<file path="src/include/fetch_consts.svh">
/*
  sizing constants for the fetch front end
  memory depth must be a power of two, prefetch depth 2 or 4
  boot address is assumed word aligned
*/
`ifndef FETCH_CONSTS_SVH
`define FETCH_CONSTS_SVH

// 32-bit words in the instruction memory
`define FETCH_MEM_WORDS 256
// word address width, derived from the depth
`define FETCH_MEM_AW ($clog2(`FETCH_MEM_WORDS))
// pc after reset and first fetch address
`define FETCH_BOOT_ADDR 32'h0000_0000
// prefetch FIFO entries
`define FETCH_PF_DEPTH 2

`endif

</file>
<file path="src/hw/fetch_pkg.sv">
/*
  shared types of the fetch front end
  memory requests carry word addresses, never byte addresses
*/
`default_nettype none

`include "fetch_consts.svh"

package fetch_pkg;

  // one request to the single-port memory
  typedef struct packed {
    logic                       valid;
    logic                       we;
    logic [`FETCH_MEM_AW-1:0]   addr;
    logic [31:0]                wdata;
  } mem_req_t;

  // read data, valid one cycle after a granted read
  typedef struct packed {
    logic        valid;
    logic [31:0] data;
  } mem_rsp_t;

  // aligned instruction towards decode
  // compressed ones are zero-extended, not expanded
  typedef struct packed {
    logic [31:0] instr;
    logic [31:0] pc;
    logic        compressed;
  } instr_pkt_t;

  typedef enum logic [1:0] {ALIGNED, RESIDUE16, RESIDUE32, BRANCH_HALF} align_state_e;

  typedef enum logic [1:0] {OWNER_NONE, OWNER_HOST, OWNER_FETCH} arb_owner_e;

  typedef enum logic [1:0] {AX_IDLE, AX_READ, AX_RESP_R, AX_RESP_B} axil_state_e;

endpackage

`default_nettype wire

</file>
<file path="src/hw/axil_mem_port.sv">
/*
  AXI4-Lite slave onto the memory request port, one transaction at a time
  a write is taken only with aw and w valid together, writes beat reads
  strobes are not supported, responses are always OKAY
  addresses above the memory size wrap
*/
`timescale 1ns/1ps
`default_nettype none

`include "fetch_consts.svh"

module axil_mem_port import fetch_pkg::*; (
  input  logic        clk,
  input  logic        rst_n,
  input  logic        awvalid_i,
  output logic        awready_o,
  input  logic [31:0] awaddr_i,
  input  logic        wvalid_i,
  output logic        wready_o,
  input  logic [31:0] wdata_i,
  output logic        bvalid_o,
  input  logic        bready_i,
  output logic [1:0]  bresp_o,
  input  logic        arvalid_i,
  output logic        arready_o,
  input  logic [31:0] araddr_i,
  output logic        rvalid_o,
  input  logic        rready_i,
  output logic [31:0] rdata_o,
  output logic [1:0]  rresp_o,
  output mem_req_t    req_o,
  input  logic        gnt_i,
  input  mem_rsp_t    rsp_i
);

  axil_state_e              state_q;
  logic                     pend_q;
  logic                     we_q;
  logic [`FETCH_MEM_AW-1:0] addr_q;
  logic [31:0]              wdata_q;
  logic [31:0]              rdata_q;
  logic                     wr_acc;
  logic                     rd_acc;

  // idle accepts, write pair first
  assign wr_acc    = (state_q == AX_IDLE) && awvalid_i && wvalid_i;
  assign arready_o = (state_q == AX_IDLE) && !(awvalid_i && wvalid_i);
  assign rd_acc    = arready_o && arvalid_i;
  assign awready_o = wr_acc;
  assign wready_o  = wr_acc;

  // request held until the arbiter grants it
  assign req_o.valid = pend_q;
  assign req_o.we    = we_q;
  assign req_o.addr  = addr_q;
  assign req_o.wdata = wdata_q;

  assign bvalid_o = (state_q == AX_RESP_B) && !pend_q;
  assign bresp_o  = 2'b00;
  assign rvalid_o = (state_q == AX_RESP_R);
  assign rdata_o  = rdata_q;
  assign rresp_o  = 2'b00;

  always_ff @(posedge clk or negedge rst_n) begin
    if (!rst_n) begin
      state_q <= AX_IDLE;
      pend_q  <= 1'b0;
    end else begin
      case (state_q)
        AX_IDLE: begin
          if (wr_acc) begin
            state_q <= AX_RESP_B;
            pend_q  <= 1'b1;
          end else if (rd_acc) begin
            state_q <= AX_READ;
            pend_q  <= 1'b1;
          end
        end
        AX_READ: begin
          if (gnt_i) pend_q <= 1'b0;
          // data arrives the cycle after the grant
          if (rsp_i.valid) state_q <= AX_RESP_R;
        end
        AX_RESP_R: begin
          if (rready_i) state_q <= AX_IDLE;
        end
        AX_RESP_B: begin
          if (gnt_i) pend_q <= 1'b0;
          if (bvalid_o && bready_i) state_q <= AX_IDLE;
        end
        default: state_q <= AX_IDLE;
      endcase
    end
  end

  // latched address and data
  always_ff @(posedge clk) begin
    if (wr_acc) begin
      we_q    <= 1'b1;
      addr_q  <= awaddr_i[2 +: `FETCH_MEM_AW];
      wdata_q <= wdata_i;
    end else if (rd_acc) begin
      we_q   <= 1'b0;
      addr_q <= araddr_i[2 +: `FETCH_MEM_AW];
    end
    if ((state_q == AX_READ) && rsp_i.valid) begin
      rdata_q <= rsp_i.data;
    end
  end

endmodule

`default_nettype wire

</file>
<file path="config.mk">
export PLATFORM = sky130hd
export DESIGN_NAME = axil_mem_port
export DESIGN_NICKNAME = d
export VERILOG_FILES = /design/src/hw/fetch_pkg.sv /design/src/hw/axil_mem_port.sv
export VERILOG_INCLUDE_DIRS = /design/src /design/src/include
export SDC_FILE = /design/constraint.sdc
export NUM_CORES = 1
export LEC_CHECK = 0
export CORE_ASPECT_RATIO = 0.75
export CORE_MARGIN = 5
export CORE_UTILIZATION = 25
export CTS_CLUSTER_DIAMETER = 200
export DETAILED_ROUTE_END_ITERATION = 8
export DONT_BUFFER_PORTS = 1
export SETUP_SLACK_MARGIN = 0.5
export SLEW_MARGIN = 40
export SYNTH_ARGS = -nofsm -noshare
export SYNTH_HDL_FRONTEND = slang
export SYNTH_SLANG_ARGS = --single-unit
</file>
<file path="constraint.sdc">
create_clock -name clk -period 3 [get_ports clk]
set_clock_uncertainty 0.05 [all_clocks]
set_input_delay 0.15 -clock clk [delete_from_list [all_inputs] [get_ports clk]]
set_output_delay 0.15 -clock clk [all_outputs]
set_load 0.01 [all_outputs]
</file>
Word-level counts from Yosys, hierarchy flattened
Index checks and enable logic that the tools add are counted.

storage, ports and cells
  register bits after elaboration = 76
  output and inout port bits = 83
  logic and storage cells = 42

operators by class
  equality and inequality tests = 8
  muxes and demuxes = 12
  reduce and logical (&&, ||, !) cells = 16

operators with widths
  cell                count
  $mux 8              2
  $mux 2              5
  $logic_and 1x1->1   8
  $pmux 2 s4          1
  $ne 2x1->1 const B  3
  $eq 2x2->1 const B  2
  $reduce_and 4->1    1
  $reduce_bool 2->1   2
  $mux 1              3
  $ne 3x3->1 const B  1
  $reduce_and 3->1    1
  $eq 2x1->1 const B  1
  $logic_not 1->1     2
  $logic_not 2->1     1
  $ne 2x2->1 const B  1
  $pmux 1 s2          1
  $reduce_or 2->1     1

Depth between registers and ports, before layout
Gate-level depths: netlist (run 1).

  word-level depth = 7
  depth in mapped cells = 5
  mapped depth without buffers = 3

Worst setup path before layout (run 1)
OpenSTA, ideal clock, no wires.

  path type = reg2reg
  from = register state_q[0]
  to = register rdata_q[0] (netlist: rdata_o[0]) (enable)
  library setup time = 0.423 ns
  arrival = 1.897 ns
  data required time = 2.527 ns
  setup slack = 0.630 ns
  cell stages (with the launch flop) = 4
  path buffers = 1
  clock period less this slack = 2.370 ns
  cell sequence = dfrtp_1 -> buf_6 -> nand2_1 -> nor2_1

on the way
  word-level cells in the longest chain between the ends = 2

RTL lines
  what                    RTL line              RTL
  from (decl)             axil_mem_port.sv:36   axil_state_e state_q;
  from (signal assigned)  axil_mem_port.sv:66   state_q <= AX_IDLE;
  from (signal assigned)  axil_mem_port.sv:72   state_q <= AX_RESP_B;
  from (signal assigned)  axil_mem_port.sv:75   state_q <= AX_READ;
  $eq 2x1->1              axil_mem_port.sv:106  if ((state_q == AX_READ) && rsp_i.valid) begin
  $logic_and 1x1->1       axil_mem_port.sv:106
  to (signal assigned)    axil_mem_port.sv:107  rdata_q <= rsp_i.data;
  to (decl)               axil_mem_port.sv:41   logic [31:0] rdata_q;

Every way passes these cells.
A chain may end at the register's enable or synchronous reset.

Final worst setup path (run 1)
  from = register state_q[1]
  to = register addr_q[3] (data pin)

on the way
  word-level cells in the longest chain between the ends = 4

RTL lines
  what                            RTL line              RTL
  $logic_not 2->1                 axil_mem_port.sv:46   assign wr_acc = (state_q == AX_IDLE) && awvalid_i && wvalid_i;
  $logic_and 1x1->1 (2 in a row)  axil_mem_port.sv:46
  $mux 8                          axil_mem_port.sv:98   if (wr_acc) begin
  to (signal assigned)            axil_mem_port.sv:100  addr_q <= awaddr_i[2 +: `FETCH_MEM_AW];
  to (signal assigned)            axil_mem_port.sv:104  addr_q <= araddr_i[2 +: `FETCH_MEM_AW];
  to (decl)                       axil_mem_port.sv:39   logic [`FETCH_MEM_AW-1:0] addr_q;

Every way passes these cells.

==> results of run 1 <==
## worst max-delay path, cell delays in order (launching register included)
cell and delay, ns:
dfrtp_1 0.52, nor2_4 0.16, and3_4 0.39, mux2_2 0.38
dlygate4sd3_1 0.56
## cell usage after synthesis
library cell,count,area share
a211o_1,1,0.0034
a211oi_1,1,0.0029
a21o_1,3,0.0087
a21oi_1,1,0.0019
and3_4,1,0.0043
buf_4,7,0.020
buf_6,3,0.013
conb_1,1,0.0014
dfrtp_1,3,0.029
dfxtp_1,1,0.0077
edfxtp_1,72,0.83
mux2_2,1,0.0043
mux2_4,7,0.041
mux2i_1,2,0.0077
nand2_1,4,0.0058
nor2_1,2,0.0029
nor2_4,1,0.0043
nor2b_1,2,0.0048
nor3_1,1,0.0019
## sequential cells by signal, indices dropped and copies added (netlist names)
| register | cells |
|---|---|
| state_q | 2 |
| we_q | 1 |
| pend_q | 1 |
| rdata_o | 32 |
| addr_q | 8 |
| wdata_q | 32 |
## cell usage in the layout (no fill, tap or decap)
cell           synthesis  layout
mux2i_1                2       2
clkinv_1               0       1
nor3_1                 1       1
inv_6                  0       1
clkbuf_16              0       9
dfrtp_1                3       3
dfxtp_1                1       1
nor2_4                 1       2
a211o_1                1       1
buf_4                  7       2
a21oi_1                1       1
a211oi_1               1       1
bufinv_16              0       3
mux2_4                 7       7
clkinv_4               0       1
edfxtp_1              72      72
nor2_1                 2       1
a21o_1                 3       3
buf_8                  0       1
mux2_2                 1       1
clkbuf_1               0       1
nand2_1                4       4
and3_4                 1       1
dlygate4sd3_1          0      83
nor2b_1                2       2
conb_1                 1       4
## power by group
group / leakage, nW / switching, mW / internal (mW)
Clock: 0.165 / 0.399 / 0.813
Sequential: 0.705 / 0.194 / 1.38
Combinational: 0.497 / 0.169 / 0.179
Total: 1.37 / 0.762 / 2.38
## what timing repair did
item / in CTS / in global routing
buffers inserted: 0 / 0
resized for setup: 0 / 0
endpoints found under the hold margin: 77 / 0
hold buffers: 83 / 0
## metal layers
metal / up-vias / track usage
met5: - / 0
li1: 606 / -
met4: 0 / 0.0322
met1: 645 / 0.0984
met3: 8 / 0.0749
met2: 107 / 0.165
## kinds of logic (layout without fill, tap and decap cells)
family	Yosys count	after routing	share of synthesized area
mux	10	10	0.0527
compound gates	6	6	0.0169
other cells	1	4	0.00145
simple gates	11	11	0.0242
buf+inv	10	102	0.0333
flops	76	76	0.871
## how the worst min path moves through the flow
stage | to | depth (start not counted)
global placement | state_q[1]$_DFFE_PN0P_ | 0
detailed placement | state_q[1]$_DFFE_PN0P_ | 0
CTS | state_q[0]$_DFFE_PN0P_ | 1
floorplan | pend_q$_DFFE_PN0P_ | 0
global route | state_q[1]$_DFFE_PN0P_ | 1
finish | state_q[1]$_DFFE_PN0P_ | 1
## cell type report
class	count	area, um2
Multi-Input combinational cell	31	265
Timing Repair Buffer	86	861
Clock buffer	10	229
Tap cell	136	170
Sequential cell	76	2260
Fill cell	948	6320
Clock inverter	6	111
==> impl_results.md, run 1 <==
* Post-Route M1 WL at 2280 um
* Fin crit period at about 2.3 ns
* Status: complete, no violations
* Warnings from Yosys at 0
* Pre-CTS setup slack at 1.07 ns
* CP Launch Type: flop
* WL per Instance at between 15 and 20 um
* Final cycle utilization of the critical path at 0.772
* RSZ-0062 raised after global routing: no
* Path depth of the worst reg2reg path at 4
* R2r setup slk at just under 0.7 ns
* # clock sinks at 76
* Vias at 1366
* H-tree depth at 3
* Initial antenna violation count at 0
* Max-Cap Viols at 0
* GRT Overall Usage at 0.100
* Cells after Synth at 114
* Synthesized flop and latch total at 76
* Syn avg cell area at 22.7 um2
* Crit path capture type: flop
* Gp weighted congestion at 0.689
* Worst-path fanout max at 17
* Final Worst Setup Slack at approximately 0.69 ns
* Worst Hold Slack at between 0.02 and 0.03 ns
* # nets final at approximately 340
* Endpoints failing setup at 0
* WL final at 6300 um
* HP Class: in -> async
* Reg2Reg Launch Point: state_q[1]$_DFFE_PN0P_
* PortBufs at 0
* Met2 Wirelength at between 3000 and 4000 um
* Sum of negative setup slack at 0 ns
* Vias in the first global route at 1525
* Number of diodes at 0
* # rows at 32
* HPWL after DPL at 4340 um
* Area after DPL at 2720 um2
* Tot Pwr at 3.14 mW
* Die X at 128 um
* CP startpoint: state_q[1]$_DFFE_PN0P_
* Lkg Pwr at 1.37 nW
* Slew Viols, Final at 0
* Post-Layout Cell Count at 345
* Top Layer Used: met4
* Critical path type: reg -> reg
* Initial core utilization at 0.254
* Full die area at about 13000 um2
* Grt ovf at 0
* Post-synthesis sequential area ratio at 0.871
* Core box area at 10200 um2
* Clk buf depth at 2
* First-pass GRT wire length at between 8000 and 9000 um
* Clk slew on worst S/H paths at 0.05 ns
* Max VDD drop at between 300 and 400 uV
* Met3 WL at between 800 and 900 um
* Detail Route Antenna Nets at 0
* CP arrival at ~2.3 ns
* Clock buffer count from CTS at 9
* Clk_lat worst skew at 0.32 ns
* Distinct cells, synth at 19
* Final Core Density at 0.381
* Syn Std Cell Area at 2590 um2
* Endpoints failing hold at 0
* Worst setup path end: addr_q[3]$_DFFE_PP_
* Die Ht at 98.1 um
* Layout cells sized above 1 at 0.134
* Placed Instances at 246
* Pwr dens at around 800 nW/um2
* Detailed router's first-iteration violation count at 19
* CTS root buf: clkbuf_16
* First drt pass iteration count at 4
* Layout area overhead at 50.3%
* Final Cell Area at 3890 um2
* CTS tree: yes
* Crit path required time at 3.02 ns
* Max Freq at 432 MHz
* Remaining DRCs at 0
* Crit Reg-Reg Endpoint: addr_q[3]$_DFFE_PP_
* # IOs at 220
* Largest net degree at the start of global routing at 29
* DR vias/cell at 3.96
No activity file was read; power rests on OpenSTA's default activity.
==> run 2, diff against run 1 <==
- ABC_AREA: default -> 1
- clock period: 3 -> 2.4 ns (I/O delays scaled with it)
==> run 2 against run 1 <==
- register-to-register slack gained 0.09 ns
- sequential cell count stayed put
- sequential share of layout area up 0.51 points
- hold slack improved by 0.076 ns
- first-iteration DRC count increased to 2.6 times the previous value
- critical path depth decreased by 1
- non-clock buffer count is 3 higher
- cell area down 0.87%
- clock-buffer cell count is 1 lower
- utilization grew 1.2 points
- global-route usage up 0.23 points
- sequential power up 20%
- largest power group unchanged
- highest routed layer unchanged
==> impl_results.md, run 2 <==
* Status: complete, no violations
* WL per Instance at 17.3 um
* Warnings from Yosys at 0
* Async SR Flop Fraction at 0.0395
* Detailed router's first-iteration violation count at 49
* Sw Share at 0.263
* Vias at 1473
* Comb pwr share at 0.119
* Lkg Pwr at 1.40 nW
* R2r setup slk at 0.78 ns
* Hold Startpoint: wvalid_i
* First drt pass iteration count at 3
* Syn Std Cell Area at 2540 um2
* HPWL after DPL at 4400 um
* Initial antenna violation count at 0
* Max VDD drop at ~500 uV
* # rows at 31
* Detail Route Antenna Nets at 0
* Most common cell after layout, fill and taps aside: dlygate4sd3_1
* Gp weighted congestion at approximately 0.66
* # clock sinks at 76
* Worst Hold End: pend_q$_DFFE_PN0P_
* Most frequent cells in the layout: dlygate4sd3_1, edfxtp_1, nand2_1, clkbuf_16, inv_1
* Synthesized flop and latch total at 76
* Clk_lat worst skew at 0.33 ns
* Critical path type: reg -> out
* Slew @ Worst Pin at 0.543 ns
* Syn avg cell area at 18.4 um2
* H-tree depth at 3
* DR vias/cell at 3.97
* Psw at 0.964 mW
* Synth top cells by count: edfxtp_1, nand2_1, buf_4, inv_1, nor2_1
* Top_reg_cell synth: edfxtp_1
* Vias in the first global route at 1603
* Sum of negative setup slack at 0 ns
* # IOs at 220
* Endpoints failing hold at 0
* Int Power at 2.70 mW
* Die Ht at 97.4 um
* Sequential Power Share at 0.519
* Endpoints failing setup at 0
* Worst-path fanout max at 42
* Grt ovf at 0
* Final cycle utilization of the critical path at 0.713
* HP Class: in -> reg
* Distinct cells, synth at 16
* Layout cells sized above 1 at 0.0837
* Largest net degree at the start of global routing at between 40 and 50
* CP Launch Type: flop
* Final Cell Area at 3860 um2
* Clock buffer count from CTS at 9
* WL final at 6420 um
* Fin crit period at 1.71 ns
* GRT Overall Usage at 0.103
* Share of the synthesized area in the top cell type at 0.850
* Layout area overhead at 51.7%
* Clk buf depth at 2
* Path depth of the worst reg2reg path at 3
* Max-Cap Viols at 0
* Clk pwr share at 0.363
* Yosys top cell by area: edfxtp_1
* Crit path capture type: output port
* Die X at around 130 um
* CTS root buf: clkbuf_16
* Slew headroom at 0.638
* First-pass GRT wire length at 9370 um
* Clk slew on worst S/H paths at 0.06 ns
* Post-synth EDFFs at 72
* Cells along the critical path: nor2_4 -> nand2_4 -> inv_4
* Number of diodes at 0
* CP startpoint: state_q[0]$_DFFE_PN0P_
* Pwr dens at between 900 and 1000 nW/um2
* Core box area at between 9000 and 10000 um2
* PortBufs at 0
* CTS tree: yes
* Remaining DRCs at 0
* Reg2Reg Launch Point: state_q[0]$_DFFE_PN0P_
* Filler cells at just under 900
* Area after DPL at 2680 um2
* # nets final at 371
* Crit-path max cell delay at 0.46 ns
* Initial core utilization at 0.259
* CP arrival at 1.54 ns
* Crit Reg-Reg Endpoint: wdata_q[24]$_DFFE_PN_
* Crit path required time at 2.23 ns
* Slew Viols, Final at 0
* Most frequent cell after synthesis: edfxtp_1
* Full die area at 12300 um2
* Post-CTS Setup Bufs at 0
* Worst Hold Depth at 4
* Post-synthesis sequential area ratio at 0.887
* Slowest stage cell, crit path: dfrtp_1
* Max Freq at 585 MHz
* RSZ-0062 raised after global routing: no
* Cells after Synth at 138
* Area contributors post-synth: edfxtp_1, nand2_1, dfrtp_1
## run 2: power by group through the flow
stage | clock network, mW | logic, mW | registers (mW)
finish | 1.33 | 0.434 | 1.90
detailed placement | 0 | 0.286 | 1.93
global route | 1.44 | 0.483 | 1.91
global placement | 0 | 0.274 | 1.93
floorplan | 0 | 0.259 | 1.86
CTS | 1.38 | 0.436 | 1.90
## run 2: kinds of logic (layout without fill, tap and decap cells)
| kind of cell | after synthesis | after routing | synth area share |
|---|---|---|---|
| DFF | 76 | 76 | 0.887 |
| and+or+nand+nor | 42 | 42 | 0.0693 |
| buffers and inverters | 15 | 113 | 0.0334 |
| AOI/OAI and AO/OA | 4 | 4 | 0.00884 |
| other | 1 | 4 | 0.00147 |
## run 2: metrics by stage
stage	util	std cells	setup WS, ns	hold slack (ns)	power, mW
3_5_place_dp	0.273	267	0.773	-0.225	2.22
3_3_place_gp	0.273	267	0.818	-0.225	2.20
6_report	0.393	371	0.690	0.105	3.66
2_1_floorplan	-	141	0.547	-0.226	2.12
4_1_cts	0.393	371	0.660	0.0851	3.72
5_1_grt	0.393	371	0.583	0.153	3.84
## run 2: worst max-delay path: cells and delay by family (launching register included)
family	cells	cell delay [ns]
DFF	1	0.46
buffers and inverters	1	0.41
and+or+nand+nor	2	0.30
## run 2: how the worst max path moves through the flow
stage	end	slack, ns	depth (start not counted)
detailed placement	wdata_q[0]$_DFFE_PN_	0.77	3
floorplan	rdata_o[0]$_DFFE_PP_	0.55	3
global route	wready_o	0.58	3
CTS	wready_o	0.66	3
finish	wready_o	0.69	3
global placement	wdata_q[23]$_DFFE_PN_	0.82	3
## run 2: timing repair
item / 4_1_cts / 5_1_grt
hold buffers: 88 / 0
gates resized for setup: 0 / 0
endpoints found under the hold margin: 79 / 0
## run 2: routing by layer
layer	GRT usage	wire length, um	vias up
met1	0.102	2260	696
met5	0	0	-
li1	-	-	672
met3	0.0538	726	8
met4	0.0371	85	0
met2	0.181	3340	97
## run 2: area by class of cell
class                      instances  area (um2)  area share
multi-input combinational         50         216      0.0561
tap                              132         165      0.0428
inverter                           8        32.5     0.00843
clock inverter                     7        75.1      0.0194
clock buffer                       9         225      0.0583
sequential                        76        2260       0.585
timing repair buffer              89         888       0.230
==> run 3, diff against run 2 <==
- clock period: 2.4 -> 1.4 ns (I/O delays scaled with it)
==> run 3 against run 2 <==
- via count increased by 4.5%
- sequential share of layout area decreased by 4.0 points
- highest routed layer unchanged
- critical endpoint is now addr_q[5]$_DFFE_PP_
- cell area increased by 7.5%
- utilization increased by 2.9 points
- non-clock buffer count increased by 10
- routed wire length increased by 5.2%
- sequential cell count unchanged
- first-iteration DRC count decreased by 33%
- hold slack got worse by 0.10 ns
- combinational power increased to 2.7 times the previous value
- worst setup slack got worse by 0.65 ns
==> impl_results.md, run 3 (synthesis gave the netlist of run 2 again) <==
* Largest net degree at the start of global routing at 33
* # IOs at between 200 and 250
* Max Freq at 737 MHz
* Final Cell Area at around 4100 um2
* First drt pass iteration count at 4
* Most frequent cells in the layout: dlygate4sd3_1, edfxtp_1, nand2_1, nand2_2, clkbuf_16
* Area after DPL at 2750 um2
* Initial antenna violation count at 0
* Int Power at 4.84 mW
* Endpoints failing hold at 0
* Crit path capture type: flop
* Lkg Pwr at 1.51 nW
* Sequential Power Share at 0.488
* HPWL after DPL at about 4300 um
* Sw Share at 0.271
* Fin crit period at 1.36 ns
* WL final at 6750 um
* PortBufs at 0
* Core box area at about 10000 um2
* Worst path depth at 5
* Final Worst Setup Slack at 0.0432 ns
* # rows at 31
* Clk pwr share at 0.336
* CP Launch Type: flop
* WL per Instance at 17.5 um
* # clock sinks at 76
* Worst-path fanout max at 7
* Status: complete, no violations
* Vias in the first global route at 1679
* CP delay by family, top: simple AND/OR/NAND/NOR gates
* Full die area at 12300 um2
* Grt ovf at 0
* Path depth of the worst reg2reg path at 5
* DR vias/cell at 4.00
* Clock buffer count from CTS at 9
* Initial core utilization at 0.259
* Pwr dens at roughly 1600 nW/um2
* H-tree depth at 3
* Remaining DRCs at 0
* Slew Viols, Final at 0
* Most common cell after layout, fill and taps aside: dlygate4sd3_1
* Psw at 1.80 mW
* Number of diodes at 0
* Cells along the critical path: nor2_4 -> nand2_8 -> buf_6 -> nand2_2 -> nand2_1
* Endpoints failing setup at 0
* Final cycle utilization of the critical path at 0.969
* Detailed router's first-iteration violation count at 33
* # nets final at a little under 400
* Clk buf depth at 2
* Gp weighted congestion at between 0.6 and 0.7
* Vias at 1539
* Pre-CTS setup slack at 0.0460 ns
* Layout area overhead at 63.0%
* Crit path required time at 1.43 ns
* Die Ht at 97.4 um
* CTS tree: yes
* Worst Hold Depth at 4
* Max-Cap Viols at 0
* Clk slew on worst S/H paths at 0.06 ns
* Layout cells sized above 1 at 0.229
* CP arrival at 1.39 ns
* Max VDD drop at 899 uV
* Clk_lat worst skew at 0.33 ns
* Die X at 127 um
* HP Class: in -> reg
* Filler cells at ~840
* Crit-path max cell delay at about 0.43 ns
* First-pass GRT wire length at ~9400 um
* RSZ-0062 raised after global routing: yes
* Detail Route Antenna Nets at 0
* CTS root buf: clkbuf_16
* Slowest stage cell, crit path: dfrtp_2
* Critical path type: reg -> reg
* Comb pwr share at 0.176
* GRT Overall Usage at 0.104
* Buf/Inv on CP at 1
-- run 3: changes by cell type in the layout (fill, tap and decap cells not counted), sizes merged --
cell,delta
clkinv,+6
inv,-1
clkinvlp,-2
dlygate4sd3,-1
buf,+11
clkbuf,+1
-- run 3: through the flow --
stage          total power, mW  cells  hold WS, ns  setup TNS (ns)   util
2_1_floorplan             3.69    141       -0.276           -3.37      -
3_3_place_gp              3.86    269       -0.275               0  0.280
3_5_place_dp              3.88    269       -0.275               0  0.280
4_1_cts                   6.58    379      -0.0138               0  0.412
5_1_grt                   6.96    385       0.0501               0  0.423
6_report                  6.65    385      0.00476               0  0.423
-- run 3: final timing paths --
path	start	end	slack, ns
max	state_q[0]$_DFFE_PN0P_	addr_q[5]$_DFFE_PP_	0.04
min	wvalid_i	state_q[1]$_DFFE_PN0P_	0.005
max reg2reg	state_q[0]$_DFFE_PN0P_	addr_q[5]$_DFFE_PP_	0.04
min reg2reg	we_q$_SDFFE_PN1P_	we_q$_SDFFE_PN1P_	0.47
max in group asynchronous	rst_n	state_q[0]$_DFFE_PN0P_	0.66
min in group asynchronous	rst_n	pend_q$_DFFE_PN0P_	0.48
-- run 3: layer usage --
layer	up-vias	GRT usage	wire [um]
li1	704	-	-
met1	731	0.100	2380
met2	96	0.189	3630
met3	8	0.0495	635
met4	0	0.0470	113
met5	-	0	0
-- run 3: worst register-to-register path, stage by stage (launching register included) --
cell     delay, ns
dfrtp_2       0.43
nor2_4        0.19
nand2_8       0.15
buf_6         0.19
nand2_2       0.05
nand2_1       0.05
-- run 3: power groups by stage --
| stage | logic (mW) | clock network, mW | registers [mW] |
|---|---|---|---|
| 6_report | 1.17 | 2.23 | 3.24 |
| 5_1_grt | 1.26 | 2.42 | 3.28 |
| 4_1_cts | 1.02 | 2.31 | 3.25 |
| 3_5_place_dp | 0.592 | 0 | 3.28 |
| 3_3_place_gp | 0.581 | 0 | 3.28 |
| 2_1_floorplan | 0.490 | 0 | 3.20 |
-- run 3: what timing repair did --
action | in CTS | in global routing
pin swaps | 8 | 2
buffers inserted | 4 | 5
endpoints found under the setup margin | 114 | 145
hold buffers | 87 | 0
endpoints found under the hold margin | 79 | 0
resized for setup | 19 | 12
cloned | 3 | 1
-- run 3: cell type report --
cell class / count / area [um2] / area share
inverters: 8 / 51.3 / 0.0124
repair inverters: 4 / 60.1 / 0.0145
flip-flops and latches: 76 / 2260 / 0.545
clock inverters: 6 / 65.1 / 0.0157
repair buffers: 99 / 1010 / 0.244
clock buffers: 10 / 229 / 0.0552
multi-input cells: 50 / 304 / 0.0733
well taps: 132 / 165 / 0.0398
